**src/rtl/rq_cfg_pkg.sv**
```systemverilog
// ********************
// sizes shared by every queue in the scheduler
// usable capacity of a queue is DEPTH-1, one slot stays empty
// DEPTH must be a power of two so pointers wrap by overflow
// ********************
package rq_cfg_pkg;

    localparam int ADDR_W = 2;              // bus address width
    localparam int DEPTH  = 4;              // slots per queue
    localparam int PTR_W  = $clog2(DEPTH);  // head/tail pointer width

    typedef logic [ADDR_W-1:0] addr_t;      // one address word
    typedef logic [PTR_W-1:0]  ptr_t;       // queue pointer

    // whole storage image of one queue, slot i in [i]
    typedef logic [DEPTH-1:0][ADDR_W-1:0] entry_vec_t;

endpackage

```
**src/rtl/rq_req_pkg.sv**
```systemverilog
// ********************
// request kinds and the issue record
// the issue record carries no tag or data, only the address
// ********************
package rq_req_pkg;

    // which queue a request is steered to
    typedef enum logic {
        REQ_READ  = 1'b0,
        REQ_WRITE = 1'b1
    } req_kind_t;

    // arbiter to issue register, ADDR_W+2 bits
    typedef struct packed {
        logic              valid;    // something was chosen this cycle
        logic              is_read;  // 1 = read head, 0 = write head
        rq_cfg_pkg::addr_t addr;     // address of the chosen entry
    } issue_t;

endpackage

```
**src/rtl/rq_queue_if.sv**
```systemverilog
// ********************
// boundary of one request queue
// push only when !full, pop only when !empty
// both are one-cycle strobes taken at the rising edge
// ********************
`timescale 1ns/1ps

interface rq_queue_if (
    input logic clkin   // only the consumer side samples it, for checks
);

    logic                         push;       // enqueue strobe
    rq_cfg_pkg::addr_t            push_addr;  // address to enqueue
    logic                         full;       // DEPTH-1 entries held
    logic                         pop;        // dequeue strobe
    logic                         empty;
    rq_cfg_pkg::addr_t            head_addr;  // oldest entry
    rq_cfg_pkg::entry_vec_t       entries;    // raw storage image
    logic [rq_cfg_pkg::DEPTH-1:0] pend_mask;  // slot occupied

    // the queue itself
    modport owner (
        input  push, push_addr, pop,
        output full, empty, head_addr, entries, pend_mask
    );

    // request steering side
    modport producer (
        output push, push_addr,
        input  full
    );

    // arbitration side, sees every pending slot for the hazard compare
    modport consumer (
        input  clkin,
        output pop,
        input  empty, head_addr, entries, pend_mask
    );

endinterface

```
**src/rtl/req_decode.sv**
```systemverilog
// ********************
// grant register and request steering
// at most one request per cycle, read_in picks the queue
// a request hitting a full queue is lost, nothing tells the requester
// ********************
`timescale 1ns/1ps

module req_decode (
    input  logic              clkin,
    input  logic              reset,
    input  logic              valid_in,     // request strobe
    input  logic              read_in,      // 1 = read, 0 = write
    input  rq_cfg_pkg::addr_t addr_in,
    input  logic              bus_gnt_raw,  // unregistered bus grant
    output logic              gnt_q,        // grant, one cycle late
    rq_queue_if.producer      rd,
    rq_queue_if.producer      wr
);

    rq_req_pkg::req_kind_t kind;  // target queue of this cycle's request

    assign kind = read_in ? rq_req_pkg::REQ_READ : rq_req_pkg::REQ_WRITE;

    // grant is registered so issue happens on the edge after it is seen
    always_ff @(posedge clkin) begin
        if (reset) begin
            gnt_q <= 1'b0;
        end else begin
            gnt_q <= bus_gnt_raw;
        end
    end

    // steer, full queue drops the request
    assign rd.push = valid_in && (kind == rq_req_pkg::REQ_READ) && !rd.full;
    assign wr.push = valid_in && (kind == rq_req_pkg::REQ_WRITE) && !wr.full;

    // same address goes to both, only the strobe differs
    assign rd.push_addr = addr_in;
    assign wr.push_addr = addr_in;

    // one request per cycle lands in one queue at most
    a_one_push: assert property (
        @(posedge clkin) disable iff (reset)
        !(rd.push && wr.push)
    );

endmodule

```
**src/rtl/req_fifo.sv**
```systemverilog
// ********************
// circular request buffer, DEPTH slots, DEPTH-1 usable
// full is tail+1 == head, empty is tail == head
// storage and pending mask are exported for the hazard compare
// push and pop in one cycle are both taken
// ********************
`timescale 1ns/1ps

module req_fifo (
    input  logic      clkin,
    input  logic      reset,
    rq_queue_if.owner q
);

    rq_cfg_pkg::entry_vec_t mem;   // slot storage
    rq_cfg_pkg::ptr_t       head;  // next entry out
    rq_cfg_pkg::ptr_t       tail;  // next free slot
    rq_cfg_pkg::ptr_t       fill;  // entries held, tail - head mod DEPTH

    assign fill = rq_cfg_pkg::ptr_t'(tail - head);

    always_ff @(posedge clkin) begin
        if (reset) begin
            mem  <= '0;
            head <= '0;
            tail <= '0;
        end else begin
            if (q.push) begin
                mem[tail] <= q.push_addr;
                tail      <= rq_cfg_pkg::ptr_t'(tail + 1'b1);  // wraps at DEPTH
            end
            if (q.pop) begin
                head <= rq_cfg_pkg::ptr_t'(head + 1'b1);
            end
        end
    end

    assign q.empty     = (tail == head);
    assign q.full      = (rq_cfg_pkg::ptr_t'(tail + 1'b1) == head);  // one slot kept free
    assign q.head_addr = mem[head];
    assign q.entries   = mem;

    // slot i is pending when its distance from head is below the fill level
    // this covers the wrapped case without a separate branch
    always_comb begin
        for (int i = 0; i < rq_cfg_pkg::DEPTH; i++) begin
            q.pend_mask[i] = rq_cfg_pkg::ptr_t'(rq_cfg_pkg::ptr_t'(i) - head) < fill;
        end
    end

    // producer must respect full
    a_no_push_full: assert property (
        @(posedge clkin) disable iff (reset)
        !(q.push && q.full)
    );

    // consumer must respect empty
    a_no_pop_empty: assert property (
        @(posedge clkin) disable iff (reset)
        !(q.pop && q.empty)
    );

    // a lone push shows up as one more pending slot on the next cycle
    a_push_grows: assert property (
        @(posedge clkin) disable iff (reset)
        (q.push && !q.pop) |=> ($countones(q.pend_mask) == $past($countones(q.pend_mask)) + 1)
    );

endmodule

```
**src/rtl/hazard_arbiter.sv**
```systemverilog
// ********************
// picks what goes on the bus at the next granted edge
// reads win unless the read head matches a pending write
// the match is taken from current queue state, no lag
// pops only when gnt_q is high
// ********************
`timescale 1ns/1ps

module hazard_arbiter (
    input  logic               gnt_q,     // registered grant
    rq_queue_if.consumer       rd,
    rq_queue_if.consumer       wr,
    output rq_req_pkg::issue_t issue,     // chosen record
    output logic               issue_en   // load strobe for the issue register
);

    logic [rq_cfg_pkg::DEPTH-1:0] hit_vec;  // pending write slots equal to read head
    logic                         match;    // read head must wait

    // compare read head against every occupied write slot
    always_comb begin
        for (int i = 0; i < rq_cfg_pkg::DEPTH; i++) begin
            hit_vec[i] = wr.pend_mask[i] && (wr.entries[i] == rd.head_addr);
        end
    end

    assign match = !rd.empty && (|hit_vec);

    always_comb begin
        issue  = '0;    // idle record, valid low
        rd.pop = 1'b0;
        wr.pop = 1'b0;
        if (!rd.empty && !match) begin
            issue.valid   = 1'b1;
            issue.is_read = 1'b1;
            issue.addr    = rd.head_addr;
            rd.pop        = gnt_q;
        end else if (!wr.empty) begin
            // also the hazard case, writes drain until the match clears
            issue.valid   = 1'b1;
            issue.is_read = 1'b0;
            issue.addr    = wr.head_addr;
            wr.pop        = gnt_q;
        end
    end

    assign issue_en = gnt_q;  // record is loaded on every granted edge

    // a read only leaves while no pending write shares its address
    a_read_no_hazard: assert property (
        @(posedge rd.clkin)
        rd.pop |-> (hit_vec == '0)
    );

    // queues only move on a grant, and never both at once
    a_pop_needs_gnt: assert property (
        @(posedge rd.clkin)
        (rd.pop || wr.pop) |-> (gnt_q && !(rd.pop && wr.pop))
    );

    // a held read always has a write to drain, so no deadlock
    a_hazard_drains: assert property (
        @(posedge rd.clkin)
        (match && gnt_q) |-> wr.pop
    );

endmodule

```
**src/rtl/issue_reg.sv**
```systemverilog
// ********************
// registered bus outputs
// updated only on granted cycles, held otherwise
// an idle grant clears valid but keeps the last address and kind
// ********************
`timescale 1ns/1ps

module issue_reg (
    input  logic               clkin,
    input  logic               reset,
    input  logic               issue_en,  // granted cycle
    input  rq_req_pkg::issue_t issue,
    output logic               valid_out,
    output logic               is_read_out,
    output rq_cfg_pkg::addr_t  addr_out
);

    always_ff @(posedge clkin) begin
        if (reset) begin
            valid_out   <= 1'b0;
            is_read_out <= 1'b0;
            addr_out    <= '0;
        end else if (issue_en) begin
            valid_out <= issue.valid;
            if (issue.valid) begin   // nothing chosen, last address stays
                is_read_out <= issue.is_read;
                addr_out    <= issue.addr;
            end
        end
    end

    // outputs hold across ungranted cycles
    a_hold_no_gnt: assert property (
        @(posedge clkin) disable iff (reset)
        !issue_en |=> ($stable(addr_out) && $stable(is_read_out) && $stable(valid_out))
    );

endmodule

```
**src/rtl/req_sched_top.sv**
```systemverilog
// ********************
// memory request scheduler, read and write queues
// one request per cycle in, one issue per granted cycle out
// requests to a full queue are dropped silently
// outputs move on the edge after bus_gnt_raw is seen high
// ********************
`timescale 1ns/1ps

module req_sched_top (
    input  logic              clkin,
    input  logic              reset,
    input  logic              valid_in,
    input  logic              read_in,
    input  rq_cfg_pkg::addr_t addr_in,
    input  logic              bus_gnt_raw,
    output logic              valid_out,
    output logic              is_read_out,
    output rq_cfg_pkg::addr_t addr_out,
    output rq_cfg_pkg::addr_t read_head_entry  // read queue slot at head, combinational
);

    logic               gnt_q;     // registered grant
    rq_req_pkg::issue_t issue;     // arbiter choice
    logic               issue_en;

    rq_queue_if rd_q (.clkin(clkin));  // read requests
    rq_queue_if wr_q (.clkin(clkin));  // write requests

    req_decode u_decode (
        .clkin       (clkin),
        .reset       (reset),
        .valid_in    (valid_in),
        .read_in     (read_in),
        .addr_in     (addr_in),
        .bus_gnt_raw (bus_gnt_raw),
        .gnt_q       (gnt_q),
        .rd          (rd_q.producer),
        .wr          (wr_q.producer)
    );

    req_fifo rd_fifo (.clkin(clkin), .reset(reset), .q(rd_q.owner));
    req_fifo wr_fifo (.clkin(clkin), .reset(reset), .q(wr_q.owner));

    hazard_arbiter u_arbiter (
        .gnt_q    (gnt_q),
        .rd       (rd_q.consumer),
        .wr       (wr_q.consumer),
        .issue    (issue),
        .issue_en (issue_en)
    );

    issue_reg u_issue (
        .clkin       (clkin),
        .reset       (reset),
        .issue_en    (issue_en),
        .issue       (issue),
        .valid_out   (valid_out),
        .is_read_out (is_read_out),
        .addr_out    (addr_out)
    );

    assign read_head_entry = rd_q.head_addr;

endmodule

```
**config.mk**
```make
export PLATFORM = sky130hd
export DESIGN_NAME = req_sched_top
export DESIGN_NICKNAME = d
export VERILOG_FILES = /design/src/rtl/rq_cfg_pkg.sv /design/src/rtl/rq_req_pkg.sv /design/src/rtl/rq_queue_if.sv /design/src/rtl/req_decode.sv /design/src/rtl/req_fifo.sv /design/src/rtl/hazard_arbiter.sv /design/src/rtl/issue_reg.sv /design/src/rtl/req_sched_top.sv
export SDC_FILE = /design/constraint.sdc
export NUM_CORES = 1
export LEC_CHECK = 0
export ABC_AREA = 0
export BUFFER_PORTS_ARGS = -buffer_cell sky130_fd_sc_hd__buf_2
export CAP_MARGIN = 5
export CORE_ASPECT_RATIO = 0.6
export CORE_MARGIN = 3
export CORE_UTILIZATION = 36
export DETAILED_ROUTE_END_ITERATION = 8
export PLACE_DENSITY = 0.56
export SLEW_MARGIN = 40
export SYNTH_ARGS = -nofsm -noshare
export SYNTH_HDL_FRONTEND = slang
export SYNTH_HIERARCHICAL = 1
export SYNTH_SLANG_ARGS = --single-unit
```
**constraint.sdc**
```tcl
create_clock -name clkin -period 5.2 [get_ports clkin]
set_input_delay 0 -clock clkin [delete_from_list [all_inputs] [get_ports clkin]]
set_output_delay 0 -clock clkin [all_outputs]
set_load 0.02 [all_outputs]
```
==> impl_metrics.py <==
metrics = {
    "outcome": {
        "status": "completed",
    },
    "detailed_routing": {
        "wl_per_cell_um": 14.2,
        "drt_iter0_markers": 40,
        "drc": 0,
        "dr.pass1.iters": 4,
        "routed_wirelength_um": 3690,
        "ant_nets": 0,
        "viasPerCell": 4.88,
        "vias": 1265,
    },
    "synthesis": {
        "synth_cells": 193,
        "syn_nets": 214,
        "syn_area_per_cell_um2": 9.56,
        "synthesis.area_um2": 1850,
        "yosysWarnings": 6,
    },
    "power": {
        "power.share.clock": 0.332,
        "worst_ir_drop_vdd_mv": 0.145,
        "pwr-share-seq": 0.440,
        "p_per_area_nw_per_um2": 283,
        "p_int_uw": 377,
        "p_sw_uw": 178,
        "leakage_nw": 0.764,
        "total_power_uw": 555,
        "combPwrFrac": 0.228,
        "p_sw_frac": 0.321,
    },
    "flow_run": {
        "cap_violations": 0,
    },
    "clock_tree": {
        "clk_latency_ns": 0.29,
        "clkTransAtPathRegs_ns": 0.07,
        "cts_buffer_depth": 2,
        "cts-htree-levels": 2,
        "numCtsBuffers": 5,
        "root_buffer": "clkbuf_8",
        "post_cts.repair.setup_buffers": 0,
        "cts_tree": "built",
        "clock_sinks": 29,
    },
    "finish": {
        "drive_above_1_share": 0.240,
        "nFillCells": 487,
        "n_antenna_cell": 0,
        "seqCellArea_um2": 581,
        "final_common_cell": "dfxtp_1",
        "multi_input_area_um2": 1110,
        "fin_nets": 216,
        "area_delta_synth_final_pct": 6.51,
        "final_cell_mix": "dfxtp_1 (29), nand3_1 (22), a21oi_1 (21)",
    },
    "setup_path": {
        "cpMostUsedCell": "nand3_1",
        "criticalPathCategory": "flip-flop to flip-flop",
        "worst_setup_path_start_kind": "flip-flop",
        "cpPeakStageDelay_ns": 0.58,
        "endpoint_kind": "flip-flop",
        "cp_top_family": "flip-flops",
        "critPathSlowestCell": "dfxtp_1",
        "cp.arrival_ns": 2.76,
        "path_max_fanout": 9,
        "cp.buffers_inverters": 0,
        "path_cells": "ha_1, xor2_1, mux2_2, nand3_1, nand3_1, a31oi_4, nand2b_1, a21bo_1, a21oi_1",
        "cp.required_ns": 5.34,
    },
    "sta": {
        "worst_pin_slew_ns": 0.764,
        "fin_crit_sh": 0.503,
        "finalHoldViolations": 0,
        "fin_skew_ns": 0.00933,
        "holdWs_ns": 0.0698,
        "tns_ns": 0,
        "finalSetupViolations": 0,
        "max_slew_margin": 0.490,
        "post-route-min-period_ns": 2.62,
        "drv_slew": 0,
        "max_clock_freq_ghz": 0.382,
        "rsz0062_at_grt": "false",
    },
    "floorplan": {
        "io-pin-count": 13,
        "start_util": 0.388,
        "placementRows": 19,
        "fp.dieW_um": 98.4,
        "die-area_um2": 6050,
        "coreArea_um2": 4750,
        "die_height_um": 61.5,
    },
    "grt": {
        "grt-ovfl-total": 0,
        "grt_pass1_vias": 1218,
        "grt_first_pass_wirelength_um": 6440,
        "grt_usage": 0.140,
        "grt_max_degree": 30,
        "antenna_found_initial": 0,
    },
    "placement": {
        "gp_congestion": 0.769,
        "io_buffers": 12,
        "dp_hpwl_um": 2660,
    },
    "min_path": {
        "hold_path_class": "input port to flip-flop",
    },
}
## per-layer routing
layer | GRT usage | vias to the layer above | wire length (um)
li1 | - | 654 | -
met1 | 0.213 | 589 | 2160
met2 | 0.182 | 20 | 1340
met3 | 0.0430 | 2 | 173
met4 | 0.0525 | 0 | 14
met5 | 0 | - | 0
## sequential cells by signal, summed over array words and instances, names as in the netlist
signal / cells
rd_fifo/tail: 2
rd_fifo/q.entries: 8
rd_fifo/head: 2
u_decode/gnt_q: 1
u_issue/is_read_out: 1
u_issue/valid_out: 1
wr_fifo/tail: 2
u_issue/addr_out: 2
wr_fifo/head: 2
wr_fifo/q.entries: 8
## worst reg2reg max path, cell delays in order, from the launching register on
cell and delay (ns):
dfxtp_1 0.58, ha_1 0.33, xor2_1 0.25, mux2_2 0.36, nand3_1 0.07, nand3_1 0.13
a31oi_4 0.25, nand2b_1 0.28, a21bo_1 0.16, a21oi_1 0.07
## metrics by stage
step	utilization	setup WS, ns	area, um2	instances
after floorplan	-	2.81	1850	193
after global placement	0.392	2.61	1860	250
after detailed placement	0.393	2.60	1870	250
after CTS	0.413	2.57	1970	259
after global routing	0.413	2.33	1970	259
final	0.413	2.58	1970	259
## worst paths after layout
kind | endpoint | depth (start not counted) | slack, ns | from
max | u_issue/addr_out[0] | 9 | 2.58 | wr_fifo/head[0]
min reg2reg | u_issue/valid_out | 2 | 0.51 | u_issue/valid_out
min | rd_fifo/q.entries[2] | 3 | 0.07 | addr_in[0]
max reg2reg | u_issue/addr_out[0] | 9 | 2.58 | wr_fifo/head[0]
## layout make-up
class	instances	share of cell area
Clock buffer	5	0.0350
Clock inverter	3	0.00891
Inverter	10	0.0191
Multi-Input combinational cell	136	0.566
Sequential cell	29	0.295
Tap cell	63	0.0401
Timing Repair Buffer	13	0.0356
## power by group through the flow
stage,combinational [mW],clock (mW),sequential (mW)
finish,0.127,0.184,0.244
global route,0.144,0.201,0.247
CTS,0.127,0.189,0.245
detailed placement,0.125,0,0.250
global placement,0.124,0,0.249
floorplan,0.110,0,0.244
## timing repair
| action | in CTS | in global routing |
|---|---|---|
| setup endpoints to repair | 0 | 0 |
| resized for setup | 0 | 0 |
| hold buffers | 1 | 0 |
| endpoints found under the hold margin | 1 | 0 |
Note: power is estimated with default switching activity, not from simulation.
